### src/hw/mdc_pkg.sv
// ============================================================
// shared widths, mode codes and types for the determinant
// calculator
// ============================================================

package mdc_pkg;

    // ============================================================
    // element and mode widths
    // ============================================================
    localparam int elem_w      = 11;
    localparam int elem_code_w = 15;
    localparam int mode_w      = 5;
    localparam int mode_code_w = 9;

    // one matrix is sixteen elements, row-major
    localparam int num_elems = 16;
    localparam int beat_w    = 4;

    // ============================================================
    // determinant and output layout
    // ============================================================
    localparam int det2_w  = 23;
    localparam int det3_w  = 36;
    localparam int slot2_w = 23;
    localparam int slot3_w = 51;
    // nine size-2 slots fill the bus exactly
    localparam int out_w   = 207;

    // decoded mode words
    localparam logic [mode_w-1:0] mode_size2_code = 5'b00100;
    localparam logic [mode_w-1:0] mode_size3_code = 5'b00110;

    // ============================================================
    // types
    // ============================================================
    typedef enum logic [1:0]
    {
        IDLE,
        CAL,
        WAIT,
        OUT
    } mdc_state_e;

    typedef enum logic
    {
        SIZE2,
        SIZE3
    } mat_size_e;

endpackage

### src/hw/beat_counter.sv
// ============================================================
// input beat counter, index of the current element
// ============================================================
`timescale 1ns/100ps

module beat_counter
(
    input  logic                      clk,
    input  logic                      rst_n,
    input  logic                      in_valid,
    output logic [mdc_pkg::beat_w-1:0] beat
);
    import mdc_pkg::*;

    // wraps to 0 after beat 15, cleared between matrices
    always_ff @(posedge clk or negedge rst_n)
    begin
        if (!rst_n)
        begin
            beat <= '0;
        end
        else if (in_valid)
        begin
            beat <= beat + 1'b1;
        end
        else
        begin
            beat <= '0;
        end
    end

    // a matrix is exactly sixteen back-to-back beats
    a_burst_len: assert property (@(posedge clk) disable iff (!rst_n)
        $rose(in_valid) |-> in_valid [*num_elems] ##1 !in_valid);

endmodule

### config.mk
export PLATFORM = sky130hd
export DESIGN_NAME = beat_counter
export DESIGN_NICKNAME = d
export VERILOG_FILES = /design/src/hw/mdc_pkg.sv /design/src/hw/beat_counter.sv
export SDC_FILE = /design/constraint.sdc
export NUM_CORES = 1
export LEC_CHECK = 0
export ABC_AREA = 1
export BUFFER_PORTS_ARGS = -buffer_cell sky130_fd_sc_hd__buf_2
export CORE_AREA = 2 2 39 41
export DETAILED_ROUTE_END_ITERATION = 10
export DIE_AREA = 0 0 41 43
export GPL_ROUTABILITY_DRIVEN = 0
export HOLD_SLACK_MARGIN = 0.15
export MAX_ROUTING_LAYER = met4
export PLACE_DENSITY = 0.32
export SLEW_MARGIN = 20
export SYNTH_ARGS = -nofsm -noshare
export SYNTH_HDL_FRONTEND = slang
export SYNTH_SLANG_ARGS = --single-unit
### constraint.sdc
create_clock -name clk -period 2.15 [get_ports clk]
set_input_delay 0.1075 -clock clk [delete_from_list [all_inputs] [get_ports clk]]
set_output_delay 0.1075 -clock clk [all_outputs]
set_load 0.005 [all_outputs]
==> out/qor.yml <==
timing_hold_violations_final: 0
post-place-cells: 39
synth_cells: 17
pwr-share-clk: 0.464
intPower_uw: 152
cts_buffer_depth: 2
floorplan.core_area_sq_mm: 0.00138
die_y_um: 43
finalSetupTns_ns: 0
rsz0062_at_grt: "no"
reg_top3: "beat: 4 flops"
detail_route.wl_per_cell_um: 7.16
synth.yosys.warnings: 0
avgSynthCellArea_sq_um: 9.49
final_period_minus_worst_setup_slack_ns: 0.960
layout_setup_ws_ns: 1.19
cap_viol_max_count: 0
max-vdd-ir-drop_v: 0.000271
seq_area_frac_synth: 0.620
final_cell_count_no_fill: 44
synth_top_area_frac: 0.620
initial_core_utilization: 0.117
timing.critical_path.required_ns: 2.26
reg2reg_depth: 3
initial_antenna_violation_count: 0
grt_remaining_overflow: 0
critical_path_arrival_ns: 1.07
top_register: "beat"
critical_path_start_type: "flop"
timing.critical_path.fanout_max: 4
combinationalPowerShare: 0.094
min-delay-path-class: "input port to async pin"
first_iter_violations: 5
nNetsFinal: 34
synthTopCellsByArea: "dfrtp_1 62%, ha_1 7.8%, inv_1 7.0%"
p_per_area_mw_per_mm2: 752
clkSinkCount: 4
result_of_the_run: "completed"
row_count: 14
drv_slew: 0
r2r_start: "beat[0]$_DFF_PN0_"
design.die.area_sq_mm: 0.00176
worstSetupEndpointType: "flop"
layout_commonest_cell: "buf_2"
netlist.top_cell.by_area: "dfrtp_1"
critPathTopFamily: "flip-flops"
synthToLayoutAreaGrowth_pct: 57.4
path_buf_inv: 0
utilization_after_layout: 0.184
clk_pin_slew_worst_paths_ns: 0.03
detail_route.drc_violations: 0
setup_skew_ns: 0.000610
via_density: 3.48
route.final.wire_length_um: 315
postPlaceCellArea_sq_um: 211
dr.pass1.iters: 4
final_area_sq_um: 254
critPathMaxStageDelay_ns: 0.40
cts_tree: "built"
synth_nets: 21
cp_num_cells: 3
synth.distinct_cells: 8
detailroute.via_count: 153
wire_length_of_the_first_global_routing_pass_um: 538
synth.ff_latch_count: 4
critical_path.cell_chain: "ha_1 -> o21ai_0 -> a21oi_1"
totalPowerFinal_uw: 191
max_slew_margin: 0.908
worstSetupStartpoint: "beat[0]$_DFF_PN0_"
critPathSlowestCell: "dfrtp_1"
diodes_inserted: 0
die_width_um: 41
commonest_cells_after_routing_fill_and_taps_aside: "6 x buf_2, 4 x dfrtp_1"
largest_reg_flops: 4
grt.total_usage: 0.0589
crit_type: "flop to flop"
numPortBuffers: 6
htree_num_levels: 1
grt_start_max_net_pins: 5
setup-violations-final: 0
netSwitchingPower_uw: 39.0
syn-cell-area_sq_um: 161
timing_worst_slew_pin_value_ns: 0.136
hold_ws_ns: 0.225
clock_insertion_delay_worst_skew_ns: 0.23
power_leakage_nw: 0.147
pre_cts_ws_ns: 1.20
drive_gt1_frac: 0.321
p_seq_frac: 0.442
clock_tree.root_cell: "clkbuf_4"
grt_pass1_vias: 143
ant_nets: 0
tritoncts_buffers: 3
timing.fmax_mhz: 1040
sw_frac_of_total: 0.204
top_level_ports: 7
postCtsSetupRepairBufs: 0
final.period_utilization: 0.446
[kinds of logic after synthesis]
family                     after synthesis  synth area share
AOI/OAI and AO/OA                        2            0.0620
adders and majority gates                1            0.0775
buffers and inverters                    3            0.0698
DFF                                      4             0.620
and+or+nand+nor                          7             0.171
[synth_stat cells]
cell     instances
nand2_1          3
nand3_1          1
ha_1             1
dfrtp_1          4
inv_1            3
nor2_1           3
a21oi_1          1
o21ai_0          1
[layer usage]
| layer | wire length, um | share of wire | vias up | global-route usage |
|---|---|---|---|---|
| li1 | - | - | 77 | - |
| met1 | 163 | 0.52 | 67 | 0.0554 |
| met2 | 98 | 0.31 | 9 | 0.0500 |
| met3 | 54 | 0.17 | 0 | 0.0785 |
| met4 | 0 | 0 | 0 | 0.0600 |
| met5 | 0 | 0 | - | - |
[power by group through the flow]
stage	logic [mW]	registers [mW]	clock network (mW)
5_1_grt	0.0204	0.0850	0.104
3_5_place_dp	0.0153	0.0850	0
3_3_place_gp	0.0146	0.0846	0
4_1_cts	0.0182	0.0842	0.0948
2_1_floorplan	0.00538	0.0851	0
6_report	0.0179	0.0844	0.0886
[path summary, 6_finish.rpt]
path	to	slack (ns)
worst min-delay path	beat[3]$_DFF_PN0_	0.23
max in group asynchronous	beat[0]$_DFF_PN0_	1.80
worst max register to register	beat[2]$_DFF_PN0_	1.19
min in group clk	beat[0]$_DFF_PN0_	0.48
worst max-delay path	beat[2]$_DFF_PN0_	1.19
worst min register to register	beat[0]$_DFF_PN0_	0.48
[final cells by class]
class / count / area [sq um]
sequential: 4 / 100
timing repair buffer: 8 / 50.0
clock buffer: 3 / 22.5
multi-input combinational: 10 / 50.0
fill: 149 / 1130
tap: 16 / 20.0
inverter: 3 / 11.3
[what timing repair did]
action | CTS | global route
endpoints found under the hold margin | 8 | 0
setup endpoints to repair | 0 | 0
hold buffers | 2 | 0
resized for setup | 0 | 0
Power figures use the tool's default switching activity.
