### src/hw/mdc_pkg.sv
// ============================================================
// shared widths, mode codes and types for the determinant
// calculator
// ============================================================

package mdc_pkg;

    // ============================================================
    // element and mode widths
    // ============================================================
    localparam int elem_w      = 11;
    localparam int elem_code_w = 15;
    localparam int mode_w      = 5;
    localparam int mode_code_w = 9;

    // one matrix is sixteen elements, row-major
    localparam int num_elems = 16;
    localparam int beat_w    = 4;

    // ============================================================
    // determinant and output layout
    // ============================================================
    localparam int det2_w  = 23;
    localparam int det3_w  = 36;
    localparam int slot2_w = 23;
    localparam int slot3_w = 51;
    // nine size-2 slots fill the bus exactly
    localparam int out_w   = 207;

    // decoded mode words
    localparam logic [mode_w-1:0] mode_size2_code = 5'b00100;
    localparam logic [mode_w-1:0] mode_size3_code = 5'b00110;

    // ============================================================
    // types
    // ============================================================
    typedef enum logic [1:0]
    {
        IDLE,
        CAL,
        WAIT,
        OUT
    } mdc_state_e;

    typedef enum logic
    {
        SIZE2,
        SIZE3
    } mat_size_e;

endpackage

### src/hw/matrix_store.sv
// ============================================================
// decoded element registers and latched matrix size
// ============================================================
`timescale 1ns/100ps

module matrix_store
(
    input  logic                                               clk,
    input  logic                                               rst_n,
    input  logic                                               in_valid,
    input  logic [mdc_pkg::beat_w-1:0]                         beat,
    input  logic [mdc_pkg::mode_w-1:0]                         mode_dec,
    input  logic [mdc_pkg::elem_w-1:0]                         elem_dec,
    output logic [mdc_pkg::num_elems-1:0][mdc_pkg::elem_w-1:0] elems,
    output mdc_pkg::mat_size_e                                 mat_size
);
    import mdc_pkg::*;

    // ============================================================
    // element capture
    // ============================================================
    always_ff @(posedge clk or negedge rst_n)
    begin
        if (!rst_n)
        begin
            elems <= '0;
        end
        else if (in_valid)
        begin
            elems[beat] <= elem_dec;
        end
    end

    // ============================================================
    // mode capture
    // ============================================================
    // only the first beat carries a mode word
    // anything but the size-3 code means size 2
    always_ff @(posedge clk or negedge rst_n)
    begin
        if (!rst_n)
        begin
            mat_size <= SIZE2;
        end
        else if (in_valid && (beat == '0))
        begin
            if (mode_dec == mode_size3_code)
            begin
                mat_size <= SIZE3;
            end
            else
            begin
                mat_size <= SIZE2;
            end
        end
    end

endmodule

### config.mk
export PLATFORM = sky130hd
export DESIGN_NAME = matrix_store
export DESIGN_NICKNAME = d
export VERILOG_FILES = /design/src/hw/mdc_pkg.sv /design/src/hw/matrix_store.sv
export SDC_FILE = /design/constraint.sdc
export NUM_CORES = 1
export LEC_CHECK = 0
export ABC_AREA = 1
export ABC_CLOCK_PERIOD_IN_PS = 1000
export BUFFER_PORTS_ARGS = -buffer_cell sky130_fd_sc_hd__buf_2
export CORE_ASPECT_RATIO = 2
export CORE_MARGIN = 5
export CORE_UTILIZATION = 50
export DETAILED_ROUTE_END_ITERATION = 10
export PLACE_DENSITY = 0.77
export SLEW_MARGIN = 20
export SYNTH_ARGS = -nofsm -noshare
export SYNTH_HDL_FRONTEND = slang
export SYNTH_SLANG_ARGS = --single-unit
### constraint.sdc
create_clock -name clk -period 1 [get_ports clk]
set_clock_uncertainty 0.05 [all_clocks]
set_input_delay 0.05 -clock clk [delete_from_list [all_inputs] [get_ports clk]]
set_output_delay 0.05 -clock clk [all_outputs]
set_load 0.02 [all_outputs]
==> results.json <==
{
  "status": "complete, but fails checks",
  "violations": "negative hold slack, negative setup slack",
  "fin_crit_ns": 1.13,
  "worstSetupStartpointType": "flip-flop",
  "cp.arrival_ns": 1.03,
  "insertion_delay_ns": 0.42,
  "fmax_mhz": 882,
  "root_buffer": "clkbuf_16",
  "grt_max_degree": 62,
  "synth_top_area_share_pct": 63.5,
  "worstPathCellList": "buf_6",
  "slew_headroom_pct": 64.6,
  "power_density_nw_per_um2": 2310,
  "avgSynthCellArea_um2": 8.44,
  "final_layout_size_suffix_gt1_share_pct": 32.7,
  "vdd.ir_drop.worst_v": 0.00167,
  "critPathSlowestCell": "dfrtp_1",
  "syn_area_um2": 6970,
  "criticalPathCategory": "flip-flop to output port",
  "numPortBuffers": 199,
  "yosys.area.top_type": "dfrtp_1",
  "worst_pin_slew_ns": 0.531,
  "vias": 6919,
  "critPathTopFamily": "flip-flops",
  "coreArea_um2": 13800,
  "r2r-end": "elems[3]$_DFFE_PN0P_",
  "met1_length_um": 8570,
  "dr.pass1.iters": 5,
  "reg2reg_from": "elems[3]$_DFFE_PN0P_",
  "cts_num_sinks": 177,
  "syn_nets": 849,
  "hp-class": "primary input to asynchronous set/reset pin",
  "cts_buffers": 17,
  "drv_cap": 0,
  "wire_per_inst_um": 19.0,
  "die_y_um": 177,
  "grt_pass1_vias": 7161,
  "stdcell_area_um2": 10900,
  "slew_viol_final": 0,
  "static-leakage-power_nw": 6.04,
  "yosysUniqueCellTypes": 9,
  "cts_tree": "built",
  "post-dp-hpwl_um": 14100,
  "ant_nets": 0,
  "std_cell_rows": 61,
  "viasPerCell": 5.16,
  "placed_area_um2": 8320,
  "wl_um": 25500,
  "path_max_fanout": 2,
  "die_w_um": 93.5,
  "clk_pin_slew_ns": 0.07,
  "rsz0062_at_grt": "true",
  "cp-end-kind": "output port",
  "overflow": 0,
  "max_stage_delay_ns": 0.45,
  "timing.final.crit_share_pct": 113,
  "fin_ws_ns": -0.133,
  "gp_congestion": 0.854,
  "syn_to_final_growth_pct": 56.1,
  "diodes": 0,
  "die-area_um2": 16500,
  "syn_inst": 826,
  "final_common_cell": "nand2_1",
  "antenna_found_initial": 0,
  "mostFrequentLayoutCells": "507 x nand2_1, 178 x buf_6, 177 x dfrtp_1, 142 x buf_4, 32 x o21ai_0",
  "route.detailed.drc": 0,
  "ys_ff_latch": 177,
  "crit_buf_inv": 1,
  "track_usage_pct": 30.6,
  "maxUsedRoutingLayer": "met4",
  "io_pins": 200,
  "cts_htree_levels": 4,
  "grt_pass1_wl_um": 38300,
  "finalNetCount": 1163,
  "hold_viol_final": 13,
  "whs_ns": -0.0166,
  "r2r_cells": 4,
  "seq_area_frac_synth_pct": 63.5,
  "setup_viol": 177,
  "drt_iter0_drc": 486,
  "yosys-top-cells-area": "dfrtp_1 64%, nand2_1 27%, o21ai_0 2.4%",
  "initial_utilization_pct": 50.5,
  "met2_length_um": 13300,
  "r2r_slack_ns": 0.01,
  "ys.warnings.count": 0,
  "wl_met3_um": 1820,
  "clockBufferDepth": 2,
  "required_ns": 0.90
}
[what timing repair did]
action,4_1_cts,5_1_grt
pin swaps,0,1
endpoints found under the setup margin,177,177
setup buffers,59,46
hold buffers,7,1
resized for setup,354,1
hold endpoints to repair,184,3
[sequential cells by signal, summed over array words and instances, names as in the netlist]
name and count:
elems 176, mat_size 1
[report_power, final]
part / internal [mW] / switching, mW / leakage [nW]
clock network: 3.60 / 2.98 / 0.279
registers: 8.62 / 1.30 / 2.25
logic: 4.38 / 4.25 / 3.51
[cell usage after synthesis]
| library cell | count |
|---|---|
| nand2_1 | 507 |
| dfrtp_1 | 177 |
| o21ai_0 | 33 |
| clkbuf_1 | 32 |
| buf_2 | 23 |
| nor2_1 | 23 |
| nand3_1 | 17 |
| inv_1 | 10 |
| buf_4 | 4 |
[cells by family after synthesis]
kind of cell | Yosys count | synth area share [%]
simple gates | 547 | 29.8
flops | 177 | 63.5
buf+inv | 69 | 4.34
compound gates | 33 | 2.37
[how the worst max path moves through the flow]
stage / startpoint / to / slack [ns] / cells past startpoint
finish: elems[62]$_DFFE_PN0P_ / elems[62] / -0.13 / 1
global route: elems[2]$_DFFE_PN0P_ / elems[2] / -0.16 / 1
CTS: elems[2]$_DFFE_PN0P_ / elems[2] / -0.11 / 1
detailed placement: in_valid / elems[81]$_DFFE_PN0P_ / -0.13 / 7
global placement: in_valid / elems[85]$_DFFE_PN0P_ / -0.11 / 7
floorplan: in_valid / elems[44]$_DFFE_PN0P_ / 0.03 / 6
[cell type report]
cell class,count,area [um2]
clock inverter,13,141
inverter,10,37.5
sequential,177,4430
fill,828,2930
clock buffer,19,443
multi-input combinational,580,2240
timing repair buffer,354,3360
tap,189,236
[metal layers]
layer  GRT usage [%]  vias to the layer above
li1                -                     3118
met2            51.6                      380
met4            20.0                        0
met1            34.5                     3302
met5               0                        -
met3            6.21                      119
[through the flow]
step / total power [mW] / setup WS, ns / utilization, % / setup TNS, ns / instances
after floorplan: 12.6 / 0.0307 / - / 0 / 826
after global placement: 14.9 / -0.111 / 60.2 / -11.30 / 1197
after detailed placement: 15.0 / -0.135 / 60.2 / -15.40 / 1197
after CTS: 24.3 / -0.106 / 76.2 / -12.04 / 1295
after global routing: 26.2 / -0.156 / 78.8 / -16.38 / 1342
final: 25.1 / -0.133 / 78.8 / -11.23 / 1342
Power figures use the tool's default switching activity.
