--- config.mk ---
export PLATFORM = sky130hd
export DESIGN_NAME = hamming_decoder
export DESIGN_NICKNAME = d
export VERILOG_FILES = /design/src/hw/hamming_decoder.sv
export SDC_FILE = /design/constraint.sdc
export NUM_CORES = 1
export LEC_CHECK = 0
export ABC_AREA = 0
export BUFFER_PORTS_ARGS = -buffer_cell sky130_fd_sc_hd__buf_2
export CAP_MARGIN = 20
export CORE_MARGIN = 2
export CORE_UTILIZATION = 34
export DETAILED_ROUTE_END_ITERATION = 7
export GPL_TIMING_DRIVEN = 0
export PLACE_DENSITY_LB_ADDON = 0.2
export SLEW_MARGIN = 0
export SYNTH_ARGS = -nofsm -noshare
export SYNTH_HDL_FRONTEND = slang
export SYNTH_SLANG_ARGS = --single-unit
export TNS_END_PERCENT = 20
--- constraint.sdc ---
create_clock -name vclk -period 1.9
set_input_delay 0.19 -clock vclk [all_inputs]
set_output_delay 0.19 -clock vclk [all_outputs]
set_load 0.02 [all_outputs]
--- src/hw/hamming_decoder.sv ---
// ============================================================
// single-error-correcting hamming decoder
// parity at positions 1, 2, 4, 8, data msb first
// ============================================================
`timescale 1ns/100ps

module hamming_decoder #(
    parameter int data_w = 11
)
(
    input  logic [data_w+3:0] code,
    output logic [data_w-1:0] data
);
    localparam int code_w = data_w + 4;

    logic [3:0]        syndrome;
    logic [code_w-1:0] corrected;

    // position p lives at bit code_w-p
    always_comb
    begin
        syndrome = '0;
        for (int p = 1; p <= code_w; p++)
        begin
            if (code[code_w - p])
            begin
                syndrome = syndrome ^ 4'(p);
            end
        end
    end

    // flip the bit the syndrome points at, zero syndrome flips nothing
    always_comb
    begin
        for (int p = 1; p <= code_w; p++)
        begin
            corrected[code_w - p] = code[code_w - p] ^ (syndrome == 4'(p));
        end
    end

    // skip powers of two, shift data in msb first
    always_comb
    begin
        data = '0;
        for (int p = 1; p <= code_w; p++)
        begin
            if ((p & (p - 1)) != 0)
            begin
                data = {data[data_w-2:0], corrected[code_w - p]};
            end
        end
    end

endmodule

==> flow_metrics.py, run 1 <==
metrics = {
    "grt": {
        "grt_pass1_wl_um": 1770,
        "grt-ovfl-total": 0,
        "grt_usage": 0.148,
        "grt_max_degree": 6,
        "grt_pass1_vias": 417,
        "grt_antenna_before_repair": 0,
    },
    "floorplan": {
        "io_pins": 26,
        "die_width_um": 41.4,
        "floorplan.initialDensity": 0.365,
        "placementRows": 13,
        "core_mm2": 0.00130,
        "die_h_um": 41.4,
        "dieArea_mm2": 0.00171,
    },
    "power": {
        "combPwrFrac": 1.000,
        "p_leak_uw": 0.000370,
        "switchingPower_uw": 316,
        "power.internal_uw": 286,
        "p_clk_frac": 0,
        "p_per_area_mw_per_mm2": 707,
        "p_seq_frac": 0,
        "sw_frac_of_total": 0.525,
        "power_uw": 603,
        "max-vdd-ir-drop_uv": 347,
    },
    "timing": {
        "layout_min_cycle_time_ns": 2.01,
        "setup_viol": 9,
        "tns_ns": -0.448,
        "setup_ws_ns": -0.114,
        "min_period_over_period": 1.06,
        "grt_setup_unrepaired": "yes",
        "maxSlewViolCount": 0,
        "max_freq_mhz": 497,
        "worst_slew_pin_slew_ns": 0.578,
        "fin_hold_ws_ns": 0.709,
        "hold_viol_final": 0,
        "slew_headroom": 0.612,
    },
    "yosys": {
        "synth_xor_area_frac": 0.703,
        "synthMuxAreaShare": 0.0316,
        "synthSimpleGateAreaFrac": 0.139,
        "synth_top_area_share": 0.332,
        "synth.distinct_cells": 12,
        "synth_top_family_by_area": "XOR/XNOR gates",
        "ys_top_cells_by_area": "xnor2_1 33%, xnor3_1 14%, xor2_1 13%",
        "synth_compound_area_frac": 0.126,
        "ys_seq_area_frac": 0,
        "synth_cells": 53,
        "yosysTopAreaCell": "xnor2_1",
        "synthAdderAreaFrac": 0,
        "syn-cell-area_um2": 475,
        "yosys_warnings": 0,
        "syn_nets": 68,
        "syn_area_per_cell_um2": 8.97,
    },
    "outcome": {
        "status": "finished, violations left",
        "violations": "negative setup slack",
    },
    "placed_design": {
        "place.gp.congestion": 0.676,
        "io_buffers": 26,
        "dp_hpwl_um": 905,
        "dp.cells": 94,
    },
    "cells_and_area": {
        "drive_gt1_frac": 0.675,
        "final-seq-area_um2": 0,
        "fin_cells": 98,
        "design.seq.count": 0,
        "area_growth_pct": 79.2,
        "final_common_cell": "buf_2",
        "fin_nets": 100,
        "final_cell_mix": "16 x buf_2, 14 x xnor2_1, 11 x buf_4",
        "fillers": 113,
        "postLayoutCoreUtil": 0.655,
        "num_antenna_cells": 0,
        "clock_buffers": 0,
    },
    "critical_path": {
        "worstPathCellList": "buf_2, xor2_1, xnor2_1, nor3_4, o21bai_4, mux2_4, buf_6",
        "path_max_fanout": 4,
        "cp-start-kind": "input port",
        "timing.critical_path.from": "code[3]",
        "slowest_stage": "xor2_1",
        "path_class": "input port to output pin",
        "cp.arrival_ns": 1.82,
        "worstPathRequired_ns": 1.71,
        "cp_slowest_stage_delay_ns": 0.36,
        "endpoint_kind": "output pin",
    },
    "detailed_routing": {
        "vias": 486,
        "routed_wl_um": 1270,
        "viasPerCell": 4.96,
        "avgRoutedWirePerCell_um": 13.0,
        "ant_nets": 0,
        "first_pass_iters": 3,
        "drc_errors": 0,
        "drtIter0Drc": 5,
    },
    "run": {
        "max_cap_violations": 0,
    },
    "hold_path": {
        "hold_path_class": "input port to output pin",
        "hp-start": "code[1]",
    },
}
-- logic make-up after synthesis --
logic type / Yosys count
xor+xnor: 30
simple gates: 11
compound gates: 11
mux: 1
-- critical path, delay by kind of cell --
family	cells	cell delay, ns
muxes	1	0.30
xor gates and xnor gates	2	0.63
buffers and inverters	2	0.25
and+or+nand+nor	1	0.34
AOI/OAI and AO/OA	1	0.10
-- per-stage QoR --
| step | setup slack, ns | area, µm² |
|---|---|---|
| floorplan | 0.00788 | 475 |
| CTS | -0.0512 | 691 |
| detailed placement | -0.209 | 624 |
| global route | -0.177 | 852 |
| global placement | -0.195 | 624 |
| finish | -0.114 | 852 |
-- cells in the mapped netlist, drive strengths merged --
cell type,count
o21ai,9
nor2b,2
xnor2,18
xor2,7
xnor3,5
o21bai,1
nor2,1
nor3,8
o211ai,1
mux2,1
-- per-layer routing --
layer,GRT usage,up-vias,wire length [µm]
met2,0.277,16,718
met5,0,-,0
met3,0,0,63
li1,-,246,-
met1,0.201,224,491
met4,0,0,0
-- power by group through the flow --
stage          logic [µW]  registers (µW)  clock network [µW]
6_report              603               0                   0
3_5_place_dp          435               0                   0
4_1_cts               481               0                   0
2_1_floorplan         329               0                   0
3_3_place_gp          431               0                   0
5_1_grt               644               0                   0
-- area by class of cell --
class	count	area [µm²]	share of cell area
timing repair buffer	30	204	0.239
multi-input combinational	53	629	0.739
tap	15	18.8	0.0220
-- repair_timing --
item,in CTS,in global routing
pin swaps,5,8
gates resized for setup,13,35
setup buffers,2,2
hold buffers,0,0
setup endpoints to repair,10,11
-- final timing paths --
| path | endpoint | slack [ns] | cells after the start |
|---|---|---|---|
| hold / removal | data[1] | 0.71 | 3 |
| setup / recovery | data[0] | -0.11 | 7 |
(Power assumes the default switching activity.)
==> inputs of run 2 (changes only) <==
CELL_PAD_IN_SITES_DETAIL_PLACEMENT = 0   (was unset)
CELL_PAD_IN_SITES_GLOBAL_PLACEMENT = 1   (was unset)
==> flow_metrics.py, run 2 (synthesized netlist as in run 1, its figures left out) <==
metrics = {
    "cells_and_area": {
        "fin_nets": 99,
        "fillers": 102,
        "drive_gt1_frac": 0.720,
        "num_antenna_cells": 0,
        "multi_input_area_um2": 651,
        "clock_buffers": 0,
        "final-seq-area_um2": 0,
        "postLayoutCoreUtil": 0.672,
        "area_growth_pct": 83.9,
        "final_common_cell": "buf_2",
        "design.seq.count": 0,
        "final_cell_mix": "14 x buf_2, 13 x xnor2_1, 11 x buf_4",
        "final_area_um2": 875,
    },
    "grt": {
        "grt-ovfl-total": 0,
        "grt_usage": 0.136,
        "grt_max_degree": 6,
        "grt_pass1_vias": 374,
        "grt_pass1_wl_um": 1610,
        "grt_antenna_before_repair": 0,
    },
    "floorplan": {
        "floorplan.initialDensity": 0.365,
        "core_mm2": 0.00130,
        "dieArea_mm2": 0.00171,
        "die_h_um": 41.4,
        "placementRows": 13,
        "die_width_um": 41.4,
        "io_pins": 26,
    },
    "hold_path": {
        "min_path_cells": 3,
        "hold_path_class": "input port to output pin",
    },
    "timing": {
        "worst_slew_pin_slew_ns": 0.552,
        "setup_viol": 6,
        "max_freq_mhz": 515,
        "hold_viol_final": 0,
        "grt_setup_unrepaired": "yes",
        "slew_headroom": 0.630,
        "min_period_over_period": 1.02,
        "layout_min_cycle_time_ns": 1.94,
        "setup_ws_ns": -0.0408,
        "maxSlewViolCount": 0,
    },
    "detailed_routing": {
        "viasPerCell": 4.86,
        "avgRoutedWirePerCell_um": 12.1,
        "drc_errors": 0,
        "ant_nets": 0,
        "routed_wl_um": 1170,
        "first_pass_iters": 4,
        "vias": 471,
        "drtIter0Drc": 9,
    },
    "placed_design": {
        "io_buffers": 26,
        "place.gp.congestion": 0.786,
        "post-place-ws_ns": -0.189,
        "dp_hpwl_um": 846,
        "placed_cell_area_um2": 624,
    },
    "critical_path": {
        "path_class": "input port to output pin",
        "path_delay_family": "XOR/XNOR gates",
        "cp_num_cells": 6,
        "worstPathCellList": "buf_8, xnor3_1, xnor3_2, o21bai_4, mux2_4, buf_6",
        "cp_slowest_stage_delay_ns": 0.45,
        "cp-start-kind": "input port",
        "worstPathRequired_ns": 1.71,
        "cp.arrival_ns": 1.75,
        "path_max_fanout": 5,
        "endpoint_kind": "output pin",
        "critical_path_buf_inv_count": 2,
        "slowest_stage": "xnor3_2",
    },
    "power": {
        "max-vdd-ir-drop_uv": 508,
        "p_leak_uw": 0.000377,
        "p_per_area_mw_per_mm2": 686,
    },
    "outcome": {
        "status": "finished, violations left",
        "violations": "negative setup slack",
    },
    "run": {
        "max_cap_violations": 0,
    },
}
==> run 2: changes by cell type in the layout (fill, tap and decap cells not counted), sizes merged <==
cell,delta
buf,-1
==> run 2: layout make-up <==
cell class,count,share of cell area
multi-input cells,53,0.744
well taps,15,0.0215
repair buffers,29,0.235
==> run 2: routing by layer <==
metal | wire (µm) | GRT usage | vias to the layer above
met5 | 0 | 0 | -
met4 | 0 | 0 | 0
met3 | 42 | 0 | 0
met2 | 639 | 0.254 | 12
met1 | 487 | 0.186 | 217
li1 | - | - | 242
==> run 2: power by group <==
part | switching, µW | internal (µW) | leakage [µW]
registers | 0 | 0 | 0
logic | 313 | 287 | 0.000377
clock network | 0 | 0 | 0
==> run 2: worst paths after layout <==
kind,endpoint,from,slack (ns)
max,data[0],code[9],-0.04
min,data[5],code[5],0.67
==> run 2: through the flow <==
stage / power [µW] / hold slack (ns) / setup TNS [ns] / instances
floorplan: 329 / 0.522 / 0 / 53
global placement: 435 / 0.697 / -1.47 / 94
detailed placement: 433 / 0.694 / -1.39 / 94
CTS: 489 / 0.699 / -0.0978 / 96
global route: 642 / 0.673 / -0.859 / 97
finish: 600 / 0.667 / -0.150 / 97
==> run 2: timing repair <==
| action | 4_1_cts | 5_1_grt |
|---|---|---|
| pin swaps | 6 | 6 |
| endpoints found under the setup margin | 10 | 11 |
| hold buffers | 0 | 0 |
| gates resized for setup | 19 | 33 |
| setup buffers | 2 | 1 |
==> inputs of run 3 (changes only) <==
CORE_MARGIN = 4   (was 2)
==> flow_metrics.py, run 3 (synthesized netlist as in run 1, its figures left out) <==
metrics = {
    "critical_path": {
        "path_max_fanout": 4,
        "path_class": "input port to output pin",
        "cp-start-kind": "input port",
        "worstPathRequired_ns": 1.71,
        "cp.arrival_ns": 1.74,
        "endpoint_kind": "output pin",
    },
    "detailed_routing": {
        "first_pass_iters": 3,
        "avgRoutedWirePerCell_um": 11.3,
        "vias": 462,
        "drc_errors": 0,
        "ant_nets": 0,
        "drtIter0Drc": 3,
        "viasPerCell": 4.76,
        "routed_wl_um": 1100,
    },
    "hold_path": {
        "hp-start": "code[5]",
        "whs_endpoint": "data[5]",
        "min_path_cells": 3,
        "hold_path_class": "input port to output pin",
    },
    "cells_and_area": {
        "final_common_cell": "xnor2_1",
        "drive_gt1_frac": 0.512,
        "area_growth_pct": 55.5,
        "num_antenna_cells": 0,
        "fin_cells": 97,
        "final-seq-area_um2": 0,
        "final_cell_mix": "17 x xnor2_1, 16 x buf_2, 11 x buf_4",
        "clock_buffers": 0,
        "design.seq.count": 0,
        "fin_nets": 99,
    },
    "grt": {
        "grt_pass1_vias": 461,
        "grt_usage": 0.115,
        "grt_pass1_wl_um": 1870,
        "grt-ovfl-total": 0,
        "grt_max_degree": 6,
        "grt_antenna_before_repair": 0,
    },
    "timing": {
        "grt_setup_unrepaired": "yes",
        "setup_viol": 6,
        "hold_viol_final": 0,
        "maxSlewViolCount": 0,
        "layout_min_cycle_time_ns": 1.93,
        "min_period_over_period": 1.01,
        "setup_ws_ns": -0.0268,
        "worst_slew_pin_slew_ns": 0.511,
        "slew_headroom": 0.657,
        "max_freq_mhz": 519,
    },
    "floorplan": {
        "die_h_um": 45.4,
        "die_width_um": 45.4,
        "placementRows": 13,
        "core_mm2": 0.00130,
        "floorplan.initialDensity": 0.365,
        "dieArea_mm2": 0.00206,
        "io_pins": 26,
    },
    "placed_design": {
        "dp.cells": 94,
        "post-place-ws_ns": -0.208,
        "io_buffers": 26,
        "dp_hpwl_um": 908,
        "place.gp.congestion": 0.709,
    },
    "outcome": {
        "violations": "negative setup slack",
        "status": "finished, violations left",
    },
    "run": {
        "max_cap_violations": 0,
    },
    "power": {
        "p_leak_uw": 0.000333,
        "p_per_area_mw_per_mm2": 718,
        "max-vdd-ir-drop_uv": 348,
    },
    "cts": {
        "postCtsHoldBufs": 0,
    },
}
run 3: cell count changes in the layout (fill, tap and decap cells not counted), moves of 2 or more:
cell | previous run | this run
o21ai_1 | 1 | 4
xor2_1 | 1 | 6
xor2_2 | 5 | 1
o21ai_2 | 5 | 0
buf_2 | 14 | 16
o21ai_0 | 3 | 5
xnor2_1 | 13 | 17
nor3_2 | 4 | 2
xnor2_2 | 5 | 1
nor3_1 | 2 | 5
run 3: layer usage:
metal / vias to the layer above / global-route usage / wire length, µm
met4: 0 / 0 / 0
met5: - / 0 / 0
li1: 245 / - / -
met2: 11 / 0.217 / 601
met1: 206 / 0.153 / 450
met3: 0 / 0 / 47
run 3: how the worst max path moves through the flow:
stage	start	to	slack, ns	cells past startpoint
after floorplan	code[4]	data[4]	0.008	5
after global placement	code[4]	data[0]	-0.19	6
after detailed placement	code[4]	data[0]	-0.21	6
after CTS	code[9]	data[0]	-0.03	6
after global routing	code[3]	data[1]	-0.11	7
final	code[3]	data[1]	-0.03	7
run 3: critical path, cell delays in order:
cell	delay, ns
buf_2	0.13
xnor3_1	0.38
xnor3_2	0.45
nor2_2	0.17
o21ai_0	0.12
xnor2_1	0.15
buf_4	0.16
run 3: layout make-up:
type,count,area [µm²]
Fill cell,122,562
Multi-Input combinational cell,53,532
Tap cell,15,18.8
Timing Repair Buffer,29,189
run 3: per-stage QoR:
step           TNS [ns]  power (µW)  hold WS (ns)  area [µm²]  utilization
6_report         -0.104         531         0.708         739        0.568
5_1_grt          -0.893         571         0.726         739        0.568
4_1_cts          -0.171         509         0.702         713        0.548
3_5_place_dp      -1.55         436         0.696         624        0.480
2_1_floorplan         0         329         0.522         475            -
3_3_place_gp      -1.42         435         0.696         624        0.480
run 3: timing repair:
| action | in CTS | in global routing |
|---|---|---|
| setup buffers | 3 | 0 |
| setup endpoints to repair | 10 | 11 |
| resized for setup | 18 | 9 |
| pin swaps | 5 | 4 |
run 3: power breakdown:
part	switching (µW)	leakage (µW)	internal, µW	total (µW)
clock	0	0	0	0
sequential	0	0	0	0
combinational	271	0.000333	260	531
