File: src/hw/mdc_pkg.sv
// ============================================================
// shared widths, mode codes and types for the determinant
// calculator
// ============================================================

package mdc_pkg;

    // ============================================================
    // element and mode widths
    // ============================================================
    localparam int elem_w      = 11;
    localparam int elem_code_w = 15;
    localparam int mode_w      = 5;
    localparam int mode_code_w = 9;

    // one matrix is sixteen elements, row-major
    localparam int num_elems = 16;
    localparam int beat_w    = 4;

    // ============================================================
    // determinant and output layout
    // ============================================================
    localparam int det2_w  = 23;
    localparam int det3_w  = 36;
    localparam int slot2_w = 23;
    localparam int slot3_w = 51;
    // nine size-2 slots fill the bus exactly
    localparam int out_w   = 207;

    // decoded mode words
    localparam logic [mode_w-1:0] mode_size2_code = 5'b00100;
    localparam logic [mode_w-1:0] mode_size3_code = 5'b00110;

    // ============================================================
    // types
    // ============================================================
    typedef enum logic [1:0]
    {
        IDLE,
        CAL,
        WAIT,
        OUT
    } mdc_state_e;

    typedef enum logic
    {
        SIZE2,
        SIZE3
    } mat_size_e;

endpackage

File: src/hw/mdc_ctrl.sv
// ============================================================
// control FSM for the collect, finish and output phases
// ============================================================
`timescale 1ns/100ps

module mdc_ctrl
(
    input  logic                       clk,
    input  logic                       rst_n,
    input  logic                       in_valid,
    input  logic [mdc_pkg::beat_w-1:0] beat,
    output mdc_pkg::mdc_state_e        state,
    output logic                       next_is_idle,
    output logic                       out_valid
);
    import mdc_pkg::*;

    mdc_state_e next_state;

    always_ff @(posedge clk or negedge rst_n)
    begin
        if (!rst_n)
        begin
            state     <= IDLE;
            out_valid <= 1'b0;
        end
        else
        begin
            state     <= next_state;
            out_valid <= (next_state == OUT);
        end
    end

    // the last beat of a matrix always arrives in CAL
    always_comb
    begin
        case (state)
            IDLE:    next_state = in_valid ? CAL : IDLE;
            CAL:     next_state = (beat == 4'd15) ? WAIT : CAL;
            WAIT:    next_state = OUT;
            default: next_state = IDLE;
        endcase
    end

    assign next_is_idle = (next_state == IDLE);

    // one result pulse per matrix, two cycles after its last beat
    a_single_pulse: assert property (@(posedge clk) disable iff (!rst_n)
        (in_valid && beat == 4'd15) |-> ##2 out_valid ##1 !out_valid);

endmodule

File: config.mk
export PLATFORM = sky130hd
export DESIGN_NAME = mdc_ctrl
export DESIGN_NICKNAME = d
export VERILOG_FILES = /design/src/hw/mdc_pkg.sv /design/src/hw/mdc_ctrl.sv
export SDC_FILE = /design/constraint.sdc
export NUM_CORES = 1
export LEC_CHECK = 0
export BUFFER_PORTS_ARGS = -buffer_cell sky130_fd_sc_hd__buf_2
export CAP_MARGIN = 25
export CORE_AREA = 4 4 41 43
export CTS_CLUSTER_SIZE = 20
export DETAILED_ROUTE_END_ITERATION = 6
export DIE_AREA = 0 0 45 47
export GPL_TIMING_DRIVEN = 0
export PLACE_DENSITY = 0.34
export SLEW_MARGIN = 10
export SYNTH_ARGS = -nofsm -noshare
export SYNTH_HDL_FRONTEND = slang
export SYNTH_SLANG_ARGS = --single-unit
File: constraint.sdc
create_clock -name clk -period 0.8 [get_ports clk]
set_input_delay 0.04 -clock clk [delete_from_list [all_inputs] [get_ports clk]]
set_output_delay 0.04 -clock clk [all_outputs]
set_load 0.1 [all_outputs]
==> results.md, run 1 <==
* Status: complete, but fails checks
* Failing checks: negative setup slack
* Residual DRC at 0
* Layout cells sized above 1 at 76.7%
* CP Launch Type: flop
* Pre-CTS setup slack at -0.459 ns
* Gp weighted congestion at 0.610
* CP max stage cell: dfrtp_4
* Worst Path Arrival at 1.19 ns
* Worst Path Required at 0.76 ns
* Number of buffers and inverters on the critical path at 1
* Total clock sinks at 3
* Final period utilization at 154%
* Switching share of power at 34.4%
* RSZ-0062 raised after global routing: yes
* Vias in the first global route at 191
* Synth top area share at 53.1%
* Fraction of power consumed by combinational cells at 39.0%
* Clk pwr share at 36.0%
* Slew @ Worst Pin at 0.155 ns
* VDD IR max at 0.868 mV
* Max Root-Sink Buffers at 2
* CTS tree: built
* Chip height at 47 um
* Final-layout fill cell count at 145
* Rows at 13
* Distinct cells, synth at 9
* I/O Pins at 11
* Total CTS buffers at 3
* GRT Total Usage at 5.85%
* Total die area at 0.00212 mm^2
* First-pass detailed-route iteration total at 1
* # diodes at 0
* Total Wirelength at 436 um
* Flop and latch count out of synthesis at 3
* Htree depth at 1
* HP Class: in -> reg
* P_int at 0.000476 W
* CP Cell Sequence: nor3_4 > a21o_4 > buf_12
* WL/cell at 9.69 um
* Crit path from: state[0]$_DFF_PN0_
* Placeable Area at 0.00130 mm^2
* Hold Startpoint: in_valid
* Post-Layout Cell Count at 45
* First-pass GRT wire length at 814 um
* PortBufs at 10
* Leak pwr at 0.165 nW
* Mean number of vias per cell at 3.73
* Antenna violations before repair at 0
* Crit. End Element: output port
* Fmax at 813 MHz
* Final ANT Viol Nets at 0
* Synthesized area per cell at 12.9 um^2
* Initial DRC Count at 0
* Clock insertion delay at the later pin of the skew report at 0.23 ns
* Top post-synthesis cells by area: dfrtp_1 53%, nor2b_4 9.7%, a41o_1 7.1%
* Final setup viols at 7
* Critical path fanouts, max at 3
* Mapped cell area at 141 um^2
* Dpl cells at 36
* Initial core utilization at 10.9%
* Synth warnings at 0
* Yosys top cell by area: dfrtp_1
* CP Class: reg -> out
* R2r startpoint: state[0]$_DFF_PN0_
* Slew Limit Headroom at 89.6%
* Vias at 168
* Synthesis-to-finish area growth at 156%
* Max cap viols at 0
* Flop pwr share at 25.0%
* Post-synthesis sequential area ratio at 53.1%
* Clock skew at 0.00418 ns
* Multi-input gate area at 80.1 um^2
* Clock root buffer: clkbuf_4
* Total grt overflow at 0
* Delay-heaviest family, CP: flip-flops
* Final Hold Fails at 0
* Pins Over Slew Limit at 0
* Largest net degree at the start of global routing at 5
* Final #Nets at 38
* Setup tns final at -1.78 ns
* Post-route minimum period at 1.23 ns
* Post-route cell area at 362 um^2
* Pwr Density at 2010 mW/mm^2
* Switching power total at 0.000250 W
* Final Worst Setup Slack at -0.430 ns
* Width of the die at 45 um
* Mapped Cells at 11
* Worst path max stage delay at 0.49 ns
* Syn nets at 18
* Clk slew on worst S/H paths at 0.03 ns
* Area after DPL at 233 um^2
* Reg area at 83.8 um^2
[per-stage QoR]
stage / hold WS, ns / total power [W] / util (%)
final: 0.0982 / 0.000726 / 27.8
after global routing: 0.139 / 0.000770 / 27.8
after CTS: 0.0938 / 0.000734 / 27.5
after detailed placement: -0.160 / 0.000369 / 17.9
after global placement: -0.159 / 0.000367 / 17.9
after floorplan: -0.256 / 0.000329 / -
[per-layer routing]
layer | part of all wire, % | wire length [um] | GRT usage (%)
met4 | 0 | 0 | 1.75
met3 | 20 | 86 | 5.36
met5 | 0 | 0 | 0
met1 | 44 | 192 | 7.31
met2 | 36 | 157 | 7.06
[layout by cell type (no fill, tap or decap)]
| cell type | instances |
|---|---|
| buf_6 | 2 |
| nor3_4 | 1 |
| nor2b_4 | 1 |
| a21o_4 | 1 |
| dfrtp_4 | 2 |
| a41o_1 | 1 |
| a21oi_1 | 1 |
| buf_8 | 1 |
| dlygate4sd3_1 | 1 |
| buf_12 | 3 |
| clkbuf_4 | 3 |
| dfrtp_2 | 1 |
| nand2b_1 | 1 |
| clkbuf_1 | 1 |
| o21bai_1 | 1 |
| buf_4 | 2 |
| nand4_1 | 1 |
| buf_2 | 6 |
[sequential cells by signal, summed over array words and instances, names as in the netlist]
register	count
state	2
out_valid	1
[synth_stat cells]
cell type and count:
dfrtp_1 3, a21o_1 1, a21oi_1 1, a41o_1 1, nand2b_1 1, nand4_1 1
nor2b_4 1, nor3_2 1, o21bai_1 1
[path summary, 6_finish.rpt]
kind	slack [ns]	to	depth (start not counted)
max in group asynchronous	0.54	state[0]$_DFF_PN0_	2
min in group asynchronous	0.14	state[1]$_DFF_PN0_	2
max	-0.43	next_is_idle	3
min	0.1	state[0]$_DFF_PN0_	3
max reg2reg	-0.26	state[1]$_DFF_PN0_	4
min reg2reg	0.62	state[0]$_DFF_PN0_	2
[cells by family after synthesis]
logic type	synth area share (%)
simple gates	25.7
flops	53.1
compound gates	21.2
[power by group through the flow]
| stage | clock (W) | sequential (W) | combinational (W) |
|---|---|---|---|
| 2_1_floorplan | 0 | 0.000258 | 0.0000707 |
| 3_3_place_gp | 0 | 0.000192 | 0.000176 |
| 3_5_place_dp | 0 | 0.000193 | 0.000176 |
| 4_1_cts | 0.000270 | 0.000181 | 0.000283 |
| 5_1_grt | 0.000288 | 0.000184 | 0.000298 |
| 6_report | 0.000261 | 0.000182 | 0.000283 |
[cell type report]
type	count	share of cell area [%]
clock buffers	4	7.27
multi-input cells	8	22.1
repair buffers	15	42.2
well taps	15	5.19
flip-flops and latches	3	23.2
[what timing repair did]
action,4_1_cts,5_1_grt
endpoints found under the setup margin,6,7
buffers inserted,4,0
hold buffers,1,0
resized for setup,16,1
endpoints found under the hold margin,3,0
[worst min-delay path, cell delays in order]
cell     delay (ns)
buf_2          0.10
nor3_4         0.04
a21oi_1        0.10
Note: power is estimated with default switching activity, not from simulation.
==> run 2, diff against run 1 <==
Settings changed: ABC_AREA from default to 1, PLACE_DENSITY 0.34 to 0.33.
==> results.md, run 2 <==
* Status: complete, but fails checks (unchanged)
* Failing checks: negative setup slack (unchanged)
* Async SR Flop Fraction at 100% (unchanged)
* # diodes at 0 (unchanged)
* Clock root buffer: clkbuf_4 (unchanged)
* Count leader, synth: nand2_1 (was dfrtp_1)
* Largest net degree at the start of global routing at 4 (was 5)
* Post-route minimum period at 1.24 ns (was 1.23 ns)
* Total power at 0.00142 W (was 0.000726 W)
* Initial core utilization at 10.4% (was 10.9%)
* First-pass GRT wire length at 586 um (was 814 um)
* GRT Total Usage at 4.42% (was 5.85%)
* Final Worst Setup Slack at -0.444 ns (was -0.430 ns)
* Most common cell after layout, fill and taps aside: buf_2 (unchanged)
* Number of buffers and inverters on the critical path at 1 (unchanged)
* Pre-CTS setup slack at -0.416 ns (was -0.459 ns)
* Vias at 154 (was 168)
* Synthesized area per cell at 8.45 um^2 (was 12.9 um^2)
* Met2 GRT Util at 4.52% (was 7.06%)
* Total grt overflow at 0 (unchanged)
* DP Wirelength at 279 um
* Clock insertion delay at the later pin of the skew report at 0.23 ns (about the same)
* Synth Flop Type: dfrtp_1 (unchanged)
* Slew @ Worst Pin at 0.190 ns (was 0.155 ns)
* Final period utilization at 156% (was 154%)
* Crit. End Element: output port (unchanged)
* VDD IR max at 2.15 mV (was 0.868 mV)
* Synthesis-to-finish area growth at 144% (was 156%)
* Yosys top cell by area: dfrtp_1 (unchanged)
* Post-synthesis sequential area ratio at 55.6% (was 53.1%)
* Worst Path Arrival at 1.20 ns (was 1.19 ns)
* Clk slew on worst S/H paths at 0.04 ns (was 0.03 ns)
* CTS tree: built (unchanged)
* Dpl cells at 41 (was 36)
* Initial DRC Count at 1 (was 0)
* Total Wirelength at 347 um (was 436 um)
* Final setup viols at 7 (unchanged)
* Grt met3 use at 1.15% (was 5.36%)
* Top flop regs: state (2), out_valid (1) (unchanged)
* First-pass detailed-route iteration total at 2 (was 1)
* Top post-synthesis cells by area: dfrtp_1 56%, nand2_1 17%, o21ai_2 6.5% (was dfrtp_1 53%, nor2b_4 9.7%, a41o_1 7.1%)
* Residual DRC at 0 (unchanged)
* Worst Path Required at 0.76 ns (about the same)
* Antenna violations before repair at 0 (unchanged)
* Total die area at 0.00212 mm^2 (unchanged)
* Clock skew at 0.0000924 ns (was 0.00418 ns)
* Setup tns final at -1.15 ns (was -1.78 ns)
* Layout cells sized above 1 at 68.8% (was 76.7%)
* Max cap viols at 0 (unchanged)
* RSZ-0062 raised after global routing: yes (unchanged)
* Post-Layout Cell Count at 47 (was 45)
* Largest Register: state (unchanged)
* Commonest cells after routing, fill and taps aside: 6 x buf_2, 5 x nand2_1, 4 x buf_12, 3 x clkbuf_4, 2 x dfrtp_4 (was 6 x buf_2, 3 x clkbuf_4, 3 x buf_12)
* Synth warnings at 0 (unchanged)
* WL/cell at 7.38 um (was 9.69 um)
* Synth top cells by count: 6 x nand2_1, 3 x dfrtp_1, 2 x inv_1
* Chip height at 47 um (unchanged)
* HP Class: in -> reg (unchanged)
* Slew Limit Headroom at 87.3% (was 89.6%)
* Width of the die at 45 um (unchanged)
* Mapped Cells at 16 (was 11)
* Max reg flops at 2 (unchanged)
* Final Hold Fails at 0 (unchanged)
* CP max stage cell: dfrtp_4 (unchanged)
* CP Class: reg -> out (unchanged)
* Mean number of vias per cell at 3.28 (was 3.73)
* PortBufs at 10 (unchanged)
* CP Cell Sequence: o21ai_2 > nor2b_4 > buf_12 (was nor3_4 > a21o_4 > buf_12)
* GRT Max-Usage Layer: met4 (was met1)
* Placeable Area at 0.00130 mm^2 (unchanged)
* Total clock sinks at 3 (unchanged)
* Fmax at 804 MHz (was 813 MHz)
* Total CTS buffers at 3 (unchanged)
* Leak pwr at 0.166 nW (was 0.165 nW)
* Pins Over Slew Limit at 0 (unchanged)
* Vias in the first global route at 162 (was 191)
* Post-synth EDFFs at 0 (unchanged)
* Final ANT Viol Nets at 0 (unchanged)
* Syn nets at 23 (was 18)
* Delay-heaviest family, CP: flip-flops (unchanged)
* Pwr Density at 4310 mW/mm^2 (was 2010 mW/mm^2)
* Htree depth at 1 (unchanged)
* Final #Nets at 40 (was 38)
* Area after DPL at 223 um^2 (was 233 um^2)
* Distinct cells, synth at 8 (was 9)
* CP Launch Type: flop (unchanged)
* Max Root-Sink Buffers at 2 (unchanged)
* Gp weighted congestion at 0.603 (was 0.610)
* Met1 GRT Util at 5.00% (was 7.31%)
* Rows at 13 (unchanged)
* I/O Pins at 11 (unchanged)
* Mapped cell area at 135 um^2 (was 141 um^2)
* Synth top area share at 55.6% (was 53.1%)
* Worst path max stage delay at 0.48 ns (was 0.49 ns)
* Post-route cell area at 329 um^2 (was 362 um^2)
* Flop and latch count out of synthesis at 3 (unchanged)
* Critical path fanouts, max at 3 (unchanged)
-- run 2: cell count changes in the layout (fill, tap and decap cells not counted), sizes merged, moves of 2 or more --
| cell | delta |
|---|---|
| nand2 | +6 |
| buf | -3 |
| inv | +2 |
| nor2 | +2 |
| o21ai | +2 |
-- run 2: logic make-up after synthesis --
family / count (synthesis) / share of synthesized area (%)
buffers and inverters: 2 / 5.56
AO/OA/AOI/OAI: 2 / 10.2
flip-flops: 3 / 55.6
AND/OR/NAND/NOR: 9 / 28.7
-- run 2: per-layer routing --
layer / vias up / wire [um]
met5: - / 0
met4: 0 / 0
met3: 0 / 49
met2: 12 / 141
met1: 62 / 156
li1: 80 / -
-- run 2: through the flow --
step                hold slack (ns)  utilization [%]
detailed placement           -0.161             17.1
global placement             -0.164             17.1
floorplan                    -0.256                -
CTS                          0.0417             24.4
global route                 0.0472             25.3
finish                       0.0518             25.3
-- run 2: power by group --
part	switching [W]	internal (W)	leakage, nW	total, W
logic	0.000586	0.000320	0.117	0.000906
registers	0.0000453	0.000205	0.0344	0.000251
clock network	0.0000742	0.000187	0.0150	0.000261
total	0.000706	0.000712	0.166	0.00142
-- run 2: layout make-up --
cell class	count	area (um^2)
Clock buffer	4	26.3
Inverter	2	10.0
Sequential cell	3	83.8
Timing Repair Buffer	12	128
Tap cell	15	18.8
Multi-Input combinational cell	11	62.6
Fill cell	148	972
-- run 2: repair_timing --
item / in CTS / in global routing
hold endpoints to repair: 3 / 0
gates resized for setup: 14 / 3
buffers inserted: 1 / 0
setup endpoints to repair: 6 / 7
hold buffers: 1 / 0
-- run 2: final timing paths --
check,cells past startpoint,endpoint,slack [ns],from
worst min-delay path,3,state[0]$_DFF_PN0_,0.05,in_valid
worst max register to register,3,state[0]$_DFF_PN0_,-0.13,state[1]$_DFF_PN0_
min in group asynchronous,2,state[0]$_DFF_PN0_,0.13,rst_n
worst min register to register,2,state[0]$_DFF_PN0_,0.58,state[1]$_DFF_PN0_
worst max-delay path,3,next_is_idle,-0.44,state[1]$_DFF_PN0_
max in group asynchronous,2,state[1]$_DFF_PN0_,0.55,rst_n
-- run 2: worst reg2reg max path, stage by stage, from the launching register on --
cell     delay, ns
dfrtp_4       0.48
nor2_2        0.20
o21ai_0       0.12
nand2_1       0.07
==> run 3, diff against run 2 <==
Settings changed: SKIP_CTS_REPAIR_TIMING from default to 1.
Clock period 0.8 ns to 1.02 ns, I/O delays scaled along.
==> results.md, run 3 (same netlist as run 2, synthesis figures left out) <==
* Pins Over Slew Limit at 0 (unchanged)
* Antenna violations before repair at 0 (unchanged)
* Largest Register: state (unchanged)
* Commonest cells after routing, fill and taps aside: 7 x buf_2, 6 x nand2_1, 4 x clkbuf_4, 2 x dfrtp_4 (was 6 x buf_2, 5 x nand2_1, 4 x buf_12, 3 x clkbuf_4, 2 x dfrtp_4)
* First-pass GRT wire length at 600 um (was 586 um)
* Max cap viols at 0 (unchanged)
* Total die area at 0.00212 mm^2 (unchanged)
* Rows at 13 (unchanged)
* Max Root-Sink Buffers at 2 (unchanged)
* Final period utilization at 124%
* Pwr Density at 3610 mW/mm^2 (was 4310 mW/mm^2)
* Vias at 152 (was 154)
* VDD IR max at 1.74 mV (was 2.15 mV)
* Slew @ Worst Pin at 0.484 ns (was 0.190 ns)
* # diodes at 0 (unchanged)
* Hold Slack at 0.0824 ns (was 0.0518 ns)
* CP Cell Sequence: o21ai_4 > nor2b_4 > buf_12 (was o21ai_2 > nor2b_4 > buf_12)
* Post-route minimum period at 1.26 ns
* CTS tree: built (unchanged)
* Mean number of vias per cell at 3.30 (was 3.28)
* Total clock sinks at 3 (unchanged)
* Final setup viols at 2 (was 7)
* CP Depth at 3 (unchanged)
* Worst reg2reg path depth at 3 (unchanged)
* Total Wirelength at 352 um (was 347 um)
* Most common cell after layout, fill and taps aside: buf_2 (unchanged)
* RSZ-0062 raised after global routing: yes (unchanged)
* Clock insertion delay at the later pin of the skew report at 0.23 ns (about the same)
* Leak pwr at 0.151 nW (was 0.166 nW)
* Clk slew on worst S/H paths at 0.03 ns (was 0.04 ns)
* Hold path depth at 3 (unchanged)
* Htree depth at 1 (unchanged)
* Slew Limit Headroom at 68.0% (was 87.3%)
* Final-layout fill cell count at 144 (was 148)
* Total CTS buffers at 3 (unchanged)
* GRT Total Usage at 4.68% (was 4.42%)
* Dpl cells at 41 (unchanged)
* Final Worst Setup Slack at -0.240 ns (was -0.444 ns)
* Vias in the first global route at 167 (was 162)
* Critical path fanouts, max at 4 (was 3)
* Pre-CTS setup slack at -0.207 ns (was -0.416 ns)
* Residual DRC at 0 (unchanged)
* Worst Path Required at 0.97 ns (was 0.76 ns)
* I/O Pins at 11 (unchanged)
* Initial DRC Count at 0 (was 1)
* WL/cell at 7.65 um (was 7.38 um)
* PortBufs at 10 (unchanged)
* Fmax at 793 MHz
* Largest net degree at the start of global routing at 5 (was 4)
* Width of the die at 45 um (unchanged)
* Final ANT Viol Nets at 0 (unchanged)
* Initial core utilization at 10.4% (unchanged)
* Synthesis-to-finish area growth at 109% (was 144%)
* Final #Nets at 39 (was 40)
* Failing checks: negative setup slack (unchanged)
* Worst Path Arrival at 1.21 ns (was 1.20 ns)
* CP max stage cell: dfrtp_4 (unchanged)
* Post-Layout Cell Count at 46 (was 47)
* First-pass detailed-route iteration total at 1 (was 2)
* Worst path max stage delay at 0.49 ns (was 0.48 ns)
* Chip height at 47 um (unchanged)
* CP Class: reg -> out (unchanged)
* Total grt overflow at 0 (unchanged)
* Clock skew at 0.000129 ns (was 0.0000924 ns)
* Layout cells sized above 1 at 61.3% (was 68.8%)
* Gp weighted congestion at 0.618 (was 0.603)
* CP Launch Type: flop (unchanged)
* Top flop regs: state (2), out_valid (1) (unchanged)
* Setup tns final at -0.369 ns (was -1.15 ns)
* Placeable Area at 0.00130 mm^2 (unchanged)
* Max reg flops at 2 (unchanged)
* Status: complete, but fails checks (unchanged)
* Clock root buffer: clkbuf_4 (unchanged)
* Final Hold Fails at 0 (unchanged)
* HP Class: in -> reg (unchanged)
* Delay-heaviest family, CP: flip-flops (unchanged)
* Crit. End Element: output port (unchanged)
* Number of buffers and inverters on the critical path at 1 (unchanged)
run 3: where the power goes:
| part | total, W | leakage [nW] | internal [W] | switching, W |
|---|---|---|---|---|
| Clock | 0.000203 | 0.0150 | 0.000146 | 0.0000571 |
| Combinational | 0.000638 | 0.100 | 0.000179 | 0.000459 |
| Sequential | 0.000179 | 0.0360 | 0.000160 | 0.0000195 |
run 3: per-stage QoR:
step / instance area (um^2) / util (%) / power (W)
after floorplan: 150 / - / 0.000637
after global placement: 219 / 16.8 / 0.000706
after detailed placement: 219 / 16.8 / 0.000712
after CTS: 245 / 18.8 / 0.000929
after global routing: 283 / 21.7 / 0.00107
final: 283 / 21.7 / 0.00102
run 3: metal layers:
layer,share of wire [%],global-route usage [%]
met1,43,4.36
met5,0,0
met4,1.7,7.02
met3,22,3.83
met2,32,5.08
run 3: worst min-delay path, delay by kind of cell:
kind,cells,cell delay [ns]
AOI/OAI and AO/OA,1,0.06
buffers and inverters,1,0.10
and+or+nand+nor,1,0.06
run 3: final timing paths:
check | start | to | slack, ns
max reg2reg | state[1]$_DFF_PN0_ | state[0]$_DFF_PN0_ | 0.06
max | state[1]$_DFF_PN0_ | next_is_idle | -0.24
max in group asynchronous | rst_n | state[0]$_DFF_PN0_ | 0.75
min in group asynchronous | rst_n | state[1]$_DFF_PN0_ | 0.15
min | in_valid | state[0]$_DFF_PN0_ | 0.08
min reg2reg | state[1]$_DFF_PN0_ | state[0]$_DFF_PN0_ | 0.59
run 3: layout make-up:
cell class	count	area, um^2	share of cell area (%)
Tap cell	15	18.8	6.64
Inverter	2	7.51	2.65
Clock buffer	4	26.3	9.29
Sequential cell	3	82.6	29.2
Multi-Input combinational cell	11	67.6	23.9
Timing Repair Buffer	11	80.1	28.3
